`config.mk`:
```
export PLATFORM = sky130hd
export DESIGN_NAME = acc_buffers
export DESIGN_NICKNAME = d
export VERILOG_FILES = /design/src/rtl/buf_cfg_pkg.sv /design/src/rtl/sram_cfg_pkg.sv /design/src/rtl/sram_if.sv /design/src/rtl/acc_buffers.sv /design/src/rtl/sram_sp.sv /design/src/rtl/stream_buffer.sv
export SDC_FILE = /design/constraint.sdc
export NUM_CORES = 2
export LEC_CHECK = 0
export BUFFER_PORTS_ARGS = -buffer_cell sky130_fd_sc_hd__buf_2
export CAP_MARGIN = 40
export CORE_ASPECT_RATIO = 0.75
export CORE_UTILIZATION = 40
export CTS_CLUSTER_DIAMETER = 120
export DETAILED_ROUTE_END_ITERATION = 7
export GPL_ROUTABILITY_DRIVEN = 0
export GPL_TIMING_DRIVEN = 0
export SKIP_LAST_GASP = 1
export SYNTH_ARGS = -nofsm -noshare
export SYNTH_HDL_FRONTEND = slang
export SYNTH_SLANG_ARGS = --single-unit
```
`constraint.sdc`:
```
create_clock -name i_clk -period 7.6 [get_ports i_clk]
set_input_delay 1.52 -clock i_clk [delete_from_list [all_inputs] [get_ports i_clk]]
set_output_delay 1.52 -clock i_clk [all_outputs]
set_load 0.02 [all_outputs]
```
`src/rtl/buf_cfg_pkg.sv`:
```
`default_nettype none

package buf_cfg_pkg;

    //////////////////////////////////////////////////
    // word widths
    //////////////////////////////////////////////////

    localparam int unsigned DATA_W    = 16;  // activation and weight word.
    localparam int unsigned GB_DATA_W = 32;  // partial-sum word.

    //////////////////////////////////////////////////
    // buffer geometry
    //////////////////////////////////////////////////

    localparam int unsigned IBUF_BANKS = 4;
    localparam int unsigned WBUF_BANKS = 4;
    localparam int unsigned GBUF_BANKS = 2;

    localparam int unsigned IBUF_DEPTH = 16;  // words per bank.
    localparam int unsigned WBUF_DEPTH = 16;
    localparam int unsigned GBUF_DEPTH = 8;

    //////////////////////////////////////////////////
    // types
    //////////////////////////////////////////////////

    typedef logic [DATA_W-1:0]    data_t;     // one ibuf or wbuf bank word.
    typedef logic [GB_DATA_W-1:0] gb_data_t;  // one gbuf bank word.

    // a buffer either takes writes or streams them back.
    typedef enum logic {
        BUF_FILL  = 1'b0,
        BUF_DRAIN = 1'b1
    } buf_phase_e;

endpackage

`default_nettype wire

```
`src/rtl/sram_cfg_pkg.sv`:
```
`default_nettype none

package sram_cfg_pkg;

    //////////////////////////////////////////////////
    // single-port sram
    //////////////////////////////////////////////////

    // one access per cycle, so the port is either reading or writing.
    typedef enum logic {
        SRAM_READ  = 1'b0,
        SRAM_WRITE = 1'b1
    } sram_mode_e;

    localparam int unsigned SRAM_READ_LAT = 1;  // cycles from read to rdata.

endpackage

`default_nettype wire

```
`src/rtl/sram_if.sv`:
```
`timescale 1ns/1ns
`default_nettype none

interface sram_if #(
    parameter int unsigned ADDR_W = 4,
    parameter int unsigned DATA_W = 16
);

    import sram_cfg_pkg::*;

    logic              ce;     // access this cycle.
    sram_mode_e        mode;
    logic [ADDR_W-1:0] addr;
    logic [DATA_W-1:0] wdata;
    logic [DATA_W-1:0] rdata;  // registered read word.

    // buffer controller side.
    modport ctrl (
        output ce,
        output mode,
        output addr,
        output wdata,
        input  rdata
    );

    // memory bank side.
    modport mem (
        input  ce,
        input  mode,
        input  addr,
        input  wdata,
        output rdata
    );

endinterface

`default_nettype wire

```
`src/rtl/acc_buffers.sv`:
```
`timescale 1ns/1ns
`default_nettype none

module acc_buffers (
    input  logic                                                 i_clk,
    input  logic                                                 i_rst_n,

    // input activations.
    input  logic                                                 i_ibuf_wr_valid,
    output logic                                                 o_ibuf_wr_ready,
    input  buf_cfg_pkg::data_t    [buf_cfg_pkg::IBUF_BANKS-1:0]  i_ibuf_wr_data,
    output logic                                                 o_ibuf_rd_valid,
    input  logic                                                 i_ibuf_rd_ready,
    output buf_cfg_pkg::data_t    [buf_cfg_pkg::IBUF_BANKS-1:0]  o_ibuf_rd_data,

    // weights.
    input  logic                                                 i_wbuf_wr_valid,
    output logic                                                 o_wbuf_wr_ready,
    input  buf_cfg_pkg::data_t    [buf_cfg_pkg::WBUF_BANKS-1:0]  i_wbuf_wr_data,
    output logic                                                 o_wbuf_rd_valid,
    input  logic                                                 i_wbuf_rd_ready,
    output buf_cfg_pkg::data_t    [buf_cfg_pkg::WBUF_BANKS-1:0]  o_wbuf_rd_data,

    // partial sums.
    input  logic                                                 i_gbuf_wr_valid,
    output logic                                                 o_gbuf_wr_ready,
    input  buf_cfg_pkg::gb_data_t [buf_cfg_pkg::GBUF_BANKS-1:0]  i_gbuf_wr_data,
    output logic                                                 o_gbuf_rd_valid,
    input  logic                                                 i_gbuf_rd_ready,
    output buf_cfg_pkg::gb_data_t [buf_cfg_pkg::GBUF_BANKS-1:0]  o_gbuf_rd_data
);

    import buf_cfg_pkg::*;

    //////////////////////////////////////////////////
    // input activation buffer
    //////////////////////////////////////////////////

    stream_buffer #(
        .BANKS  (IBUF_BANKS),
        .DEPTH  (IBUF_DEPTH),
        .DATA_W (DATA_W)
    ) u_ibuf (
        .i_clk      (i_clk),
        .i_rst_n    (i_rst_n),
        .i_wr_valid (i_ibuf_wr_valid),
        .o_wr_ready (o_ibuf_wr_ready),
        .i_wr_data  (i_ibuf_wr_data),
        .o_rd_valid (o_ibuf_rd_valid),
        .i_rd_ready (i_ibuf_rd_ready),
        .o_rd_data  (o_ibuf_rd_data)
    );

    //////////////////////////////////////////////////
    // weight buffer
    //////////////////////////////////////////////////

    stream_buffer #(
        .BANKS  (WBUF_BANKS),
        .DEPTH  (WBUF_DEPTH),
        .DATA_W (DATA_W)
    ) u_wbuf (
        .i_clk      (i_clk),
        .i_rst_n    (i_rst_n),
        .i_wr_valid (i_wbuf_wr_valid),
        .o_wr_ready (o_wbuf_wr_ready),
        .i_wr_data  (i_wbuf_wr_data),
        .o_rd_valid (o_wbuf_rd_valid),
        .i_rd_ready (i_wbuf_rd_ready),
        .o_rd_data  (o_wbuf_rd_data)
    );

    //////////////////////////////////////////////////
    // global buffer
    //////////////////////////////////////////////////

    // wider words, fewer banks.
    stream_buffer #(
        .BANKS  (GBUF_BANKS),
        .DEPTH  (GBUF_DEPTH),
        .DATA_W (GB_DATA_W)
    ) u_gbuf (
        .i_clk      (i_clk),
        .i_rst_n    (i_rst_n),
        .i_wr_valid (i_gbuf_wr_valid),
        .o_wr_ready (o_gbuf_wr_ready),
        .i_wr_data  (i_gbuf_wr_data),
        .o_rd_valid (o_gbuf_rd_valid),
        .i_rd_ready (i_gbuf_rd_ready),
        .o_rd_data  (o_gbuf_rd_data)
    );

endmodule

`default_nettype wire

```
`src/rtl/sram_sp.sv`:
```
`timescale 1ns/1ns
`default_nettype none

module sram_sp #(
    parameter int unsigned DEPTH  = 16,
    parameter int unsigned DATA_W = 16
) (
    input logic i_clk,
    sram_if.mem bus
);

    import sram_cfg_pkg::*;

    logic [DATA_W-1:0] mem_q [DEPTH];
    logic [DATA_W-1:0] rd_pipe_q [SRAM_READ_LAT];

    logic wr_en;
    logic rd_en;

    assign wr_en = bus.ce && (bus.mode == SRAM_WRITE);
    assign rd_en = bus.ce && (bus.mode == SRAM_READ);

    //////////////////////////////////////////////////
    // array
    //////////////////////////////////////////////////

    always_ff @(posedge i_clk) begin
        if (wr_en) begin
            mem_q[bus.addr] <= bus.wdata;
        end
    end

    //////////////////////////////////////////////////
    // read port
    //////////////////////////////////////////////////

    // first stage holds its word until the next read.
    always_ff @(posedge i_clk) begin
        if (rd_en) begin
            rd_pipe_q[0] <= mem_q[bus.addr];
        end
        for (int s = 1; s < SRAM_READ_LAT; s++) begin
            rd_pipe_q[s] <= rd_pipe_q[s-1];
        end
    end

    assign bus.rdata = rd_pipe_q[SRAM_READ_LAT-1];

endmodule

`default_nettype wire

```
`src/rtl/stream_buffer.sv`:
```
`timescale 1ns/1ns
`default_nettype none

module stream_buffer #(
    parameter int unsigned BANKS  = 4,
    parameter int unsigned DEPTH  = 16,
    parameter int unsigned DATA_W = 16
) (
    input  logic                    i_clk,
    input  logic                    i_rst_n,

    input  logic                    i_wr_valid,
    output logic                    o_wr_ready,
    input  logic [BANKS*DATA_W-1:0] i_wr_data,

    output logic                    o_rd_valid,
    input  logic                    i_rd_ready,
    output logic [BANKS*DATA_W-1:0] o_rd_data
);

    import buf_cfg_pkg::*;
    import sram_cfg_pkg::*;

    localparam int unsigned       ADDR_W    = $clog2(DEPTH);
    localparam int unsigned       CNT_W     = $clog2(DEPTH + 1);
    localparam logic [ADDR_W-1:0] LAST_ADDR = ADDR_W'(DEPTH - 1);
    localparam logic [CNT_W-1:0]  LAST_CNT  = CNT_W'(DEPTH - 1);
    localparam logic [CNT_W-1:0]  FULL_CNT  = CNT_W'(DEPTH);

    buf_phase_e               phase_q;
    logic [ADDR_W-1:0]        addr_q;      // shared by every bank.
    logic [CNT_W-1:0]         rd_cnt_q;    // reads issued this drain.
    logic [CNT_W-1:0]         out_cnt_q;   // beats delivered this drain.
    logic [SRAM_READ_LAT-1:0] rd_pend_q;   // word waiting on sram rdata.
    logic                     out_vld_q;
    logic [BANKS*DATA_W-1:0]  out_data_q;

    logic                     wr_fire;
    logic                     rd_fire;
    logic                     rd_issue;
    logic                     ld_out;
    logic                     sram_ce;
    sram_mode_e               sram_mode;
    logic [BANKS*DATA_W-1:0]  bank_rdata;

    //////////////////////////////////////////////////
    // handshakes
    //////////////////////////////////////////////////

    assign o_wr_ready = (phase_q == BUF_FILL);
    assign o_rd_valid = out_vld_q;
    assign o_rd_data  = out_data_q;

    assign wr_fire = i_wr_valid && o_wr_ready;
    assign rd_fire = out_vld_q && i_rd_ready;

    // output reg free now or freed this cycle.
    assign ld_out   = rd_pend_q[SRAM_READ_LAT-1] && (!out_vld_q || rd_fire);
    assign rd_issue = (phase_q == BUF_DRAIN) && (rd_cnt_q != FULL_CNT)
                      && (!out_vld_q || rd_fire);

    assign sram_ce   = wr_fire || rd_issue;
    assign sram_mode = (phase_q == BUF_FILL) ? SRAM_WRITE : SRAM_READ;

    //////////////////////////////////////////////////
    // phase fsm
    //////////////////////////////////////////////////

    always_ff @(posedge i_clk) begin
        if (!i_rst_n) begin
            phase_q <= BUF_FILL;
        end else begin
            case (phase_q)
                BUF_FILL: begin
                    if (wr_fire && (addr_q == LAST_ADDR)) begin
                        phase_q <= BUF_DRAIN;  // last word written.
                    end
                end
                BUF_DRAIN: begin
                    if (rd_fire && (out_cnt_q == LAST_CNT)) begin
                        phase_q <= BUF_FILL;  // last beat taken.
                    end
                end
                default: phase_q <= BUF_FILL;
            endcase
        end
    end

    // wraps to zero at the end of each phase.
    always_ff @(posedge i_clk) begin
        if (!i_rst_n) begin
            addr_q <= '0;
        end else if (sram_ce) begin
            addr_q <= (addr_q == LAST_ADDR) ? '0 : addr_q + 1'b1;
        end
    end

    always_ff @(posedge i_clk) begin
        if (!i_rst_n) begin
            rd_cnt_q  <= '0;
            out_cnt_q <= '0;
        end else if (phase_q == BUF_FILL) begin
            rd_cnt_q  <= '0;
            out_cnt_q <= '0;
        end else begin
            if (rd_issue) begin
                rd_cnt_q <= rd_cnt_q + 1'b1;
            end
            if (rd_fire) begin
                out_cnt_q <= out_cnt_q + 1'b1;
            end
        end
    end

    //////////////////////////////////////////////////
    // read return and output register
    //////////////////////////////////////////////////

    always_ff @(posedge i_clk) begin
        if (!i_rst_n) begin
            rd_pend_q <= '0;
        end else begin
            rd_pend_q[0] <= rd_issue || (rd_pend_q[0] && !ld_out);
            for (int s = 1; s < SRAM_READ_LAT; s++) begin
                rd_pend_q[s] <= rd_pend_q[s-1];
            end
        end
    end

    always_ff @(posedge i_clk) begin
        if (!i_rst_n) begin
            out_vld_q <= 1'b0;
        end else if (ld_out) begin
            out_vld_q <= 1'b1;
        end else if (rd_fire) begin
            out_vld_q <= 1'b0;
        end
    end

    always_ff @(posedge i_clk) begin
        if (ld_out) begin
            out_data_q <= bank_rdata;
        end
    end

    //////////////////////////////////////////////////
    // banks
    //////////////////////////////////////////////////

    for (genvar b = 0; b < BANKS; b++) begin : g_bank
        sram_if #(
            .ADDR_W (ADDR_W),
            .DATA_W (DATA_W)
        ) bank_if ();

        assign bank_if.ce    = sram_ce;
        assign bank_if.mode  = sram_mode;
        assign bank_if.addr  = addr_q;
        assign bank_if.wdata = i_wr_data[b*DATA_W +: DATA_W];  // bank 0 in low bits.

        assign bank_rdata[b*DATA_W +: DATA_W] = bank_if.rdata;

        sram_sp #(
            .DEPTH  (DEPTH),
            .DATA_W (DATA_W)
        ) u_sram (
            .i_clk (i_clk),
            .bus   (bank_if.mem)
        );
    end

endmodule

`default_nettype wire

```
==> flow_metrics.py <==
metrics = {
    "run_status": {
        "status": "finished, final reports clean",
    },
    "routing": {
        "drt_iter0_markers": 5390,
        "via_count": 50808,
        "wl_per_cell_um": 27.5,
        "wirelength_mm": 257,
        "drtAntennaViolNets": 0,
        "vias_per_cell": 5.43,
        "dr.pass1.iters": 5,
        "drc": 0,
    },
    "logic_synthesis": {
        "yosys_warnings": 0,
        "ys.flop_type": "edfxtp_1",
        "synth.yosys.seq_area_share_pct": 81.6,
        "yosysTopAreaCell": "edfxtp_1",
        "synth-edff-count": 2944,
        "synth_top_cell_area_share_pct": 80.5,
        "syn-instance-count": 4580,
        "synthesis.area_mm2": 0.110,
        "ys_ff_latch": 3003,
        "synthTopCellsByArea": "edfxtp_1 (80%), mux4_2 (13%), a22oi_1 (1.7%)",
        "synth_cell_types": 38,
        "async_flop_share_pct": 0,
        "synth.avg_cell_area_um2": 24.0,
        "synth_nets": 4801,
    },
    "power_and_ir_drop": {
        "power_density_mw_per_mm2": 263,
        "leakage_nw": 40.9,
        "power.total_mw": 34.1,
        "peakVddDrop_v": 0.000159,
    },
    "floorplanning": {
        "rows": 166,
        "num_io_pins": 398,
        "die-area_mm2": 0.277,
        "coreArea_mm2": 0.273,
        "die_h_um": 456,
        "die_w_um": 607,
        "start_util_pct": 40.2,
    },
    "clock_network": {
        "ctsHtreeMaxLevel": 5,
        "clk_pin_slew_ns": 0.06,
        "cts_buffers": 300,
        "hold_buffers": 0,
        "insertion_delay_ns": 0.89,
        "cts_sinks": 3003,
        "cts_root_buf": "clkbuf_16",
        "cts.path.max_buffers": 4,
        "post_cts.repair.setup_buffers": 0,
        "cts_resized": 0,
        "cts_tree": "yes",
    },
    "finish": {
        "area_growth_pct": 18.0,
        "layout_common_cells": "edfxtp_1 (2944), mux4_2 (640), buf_2 (432), clkbuf_16 (304), a22oi_1 (256)",
        "final_common_cell": "edfxtp_1",
        "multi_input_area_mm2": 0.0194,
        "fin_area_mm2": 0.130,
        "layout.nets": 5731,
        "drive_gt1_share_pct": 32.4,
        "seq_area_mm2": 0.0896,
        "fin_util_pct": 47.5,
        "fin_cells": 9362,
        "fillCellCount": 22068,
    },
    "critical_path": {
        "path_class": "in2reg",
        "crit_path_end_kind": "register",
        "worstPathCellList": "buf_2 > nor2b_1 > nand2_1 > nor3_2 > buf_4 > buf_6 > buf_6 > buf_4",
        "crit_path_start_kind": "input port",
        "arrival_ns": 4.00,
        "cp_data_required_time_ns": 8.10,
        "path_buf_inv": 5,
        "crit_family": "simple AND/OR/NAND/NOR gates",
        "crit_slowest_cell": "nor3_2",
        "cp_max_fo": 8,
        "cpPeakStageDelay_ns": 0.76,
    },
    "grt": {
        "grt_pass1_vias": 52257,
        "grt_first_pass_wirelength_mm": 370,
        "antenna_found_initial": 63,
        "grt_start_max_net_pins": 51,
        "grt.overflow.total": 0,
        "grtUsageTotal_pct": 18.5,
    },
    "place": {
        "hpwl_mm": 167,
        "placedCellCount": 8820,
        "port_buffers": 397,
        "pre_cts_ws_ns": 3.32,
        "post_dp_cell_area_mm2": 0.120,
    },
    "sta": {
        "fmax_mhz": 286,
        "finalHoldViolCount": 0,
        "fin_skew_ns": 0.0668,
        "worst_slack_ns": 4.11,
        "slew_headroom_pct": 34.9,
        "setup_viol_count_final": 0,
        "rsz0062_at_grt": "false",
        "post-route-period-util_pct": 46.0,
        "final.setup.tns_ns": 0,
        "holdWs_ns": 0.413,
        "period_needed_ns": 3.49,
        "worst_pin_slew_ns": 0.976,
        "slew_violations": 0,
    },
    "flow_run": {
        "drv_cap": 0,
    },
    "hold_path": {
        "hp-class": "reg2reg",
    },
}
## kinds of logic (layout without fill, tap and decap cells)
kind of cell,after synthesis,in the layout,share of synthesized area (%)
buf+inv,237,1394,1.04
simple gates,291,291,1.16
mux,713,713,13.9
flops,3003,3003,81.6
other cells,0,13,0
xor+xnor,17,17,0.136
compound gates,298,298,2.02
fa+ha+maj,21,21,0.239
## report_power, final
part | leakage, nW | internal [mW] | switching, mW
sequential | 27.1 | 18.4 | 0.0394
clock | 4.50 | 8.00 | 6.14
combinational | 9.33 | 0.706 | 0.898
## synthesized netlist by cell type, drive strengths merged, types with 2 or more instances
library cell / n
nand3: 9
nor2b: 16
a31oi: 3
a211oi: 2
clkbuf: 109
buf: 106
nand4: 9
a311o: 2
mux4: 640
nand4bb: 2
edfxtp: 2944
or3: 6
o21ai: 7
nor2: 57
o21a: 5
xor2: 12
nor3: 11
mux2i: 9
and3: 2
mux2: 64
o221a: 2
ha: 21
a21oi: 8
dfxtp: 59
nand2: 158
nand2b: 9
inv: 22
a22oi: 256
a21boi: 12
and2: 10
xnor2: 5
## registers in the layout, summed over array words and instances (netlist names), 3 cells and up, named ones only
name                            cells
u_gbuf.rd_cnt_q                     4
u_gbuf.o_rd_data                   64
u_wbuf.o_rd_data                   64
u_wbuf.g_bank.u_sram.rd_pipe_q     64
u_ibuf.addr_q                       4
u_gbuf.g_bank.u_sram.rd_pipe_q     64
u_wbuf.rd_cnt_q                     5
u_ibuf.g_bank.u_sram.mem_q       1024
u_ibuf.out_cnt_q                    5
u_wbuf.out_cnt_q                    5
u_wbuf.addr_q                       4
u_ibuf.rd_cnt_q                     5
u_gbuf.g_bank.u_sram.mem_q        512
u_ibuf.g_bank.u_sram.rd_pipe_q     64
u_ibuf.o_rd_data                   64
u_gbuf.addr_q                       3
u_wbuf.g_bank.u_sram.mem_q       1024
u_gbuf.out_cnt_q                    4
## final timing paths
kind	start	endpoint	slack, ns	depth (start not counted)
setup / recovery	i_wbuf_wr_valid	u_wbuf.g_bank[2].u_sram.mem_q[3][13]	4.11	8
hold / removal	u_gbuf.g_bank[0].u_sram.rd_pipe_q[0][3]	u_gbuf.o_rd_data[3]	0.41	0
setup reg to reg	u_wbuf.phase_q	u_wbuf.g_bank[2].u_sram.mem_q[3][13]	4.48	8
hold reg to reg	u_gbuf.g_bank[0].u_sram.rd_pipe_q[0][3]	u_gbuf.o_rd_data[3]	0.41	0
## cell type report
class                      count  share of cell area (%)
antenna                       13                  0.0251
buffer                       215                   0.815
clock buffer                 379                    6.11
clock inverter               150                    1.02
inverter                      22                  0.0695
multi-input combinational   1340                    15.0
sequential                  3003                    69.1
tap                         3612                    3.49
timing repair buffer         628                    4.40
## routing by layer
metal	GRT usage [%]	share of wire (%)	wire, µm
met5	0	0.052	133
met4	5.61	2.9	7430
met3	2.89	5.7	14700
met2	29.5	48	124000
met1	26.3	43	111000
## worst register-to-register path: stages (launching register included)
cell and delay, ns:
dfxtp_1 0.30, clkbuf_1 0.18, nor2b_1 0.39, nand2_1 0.32, nor3_2 0.76, buf_4 0.30
buf_6 0.18, buf_6 0.17, buf_4 0.22
(Power assumes the default switching activity.)
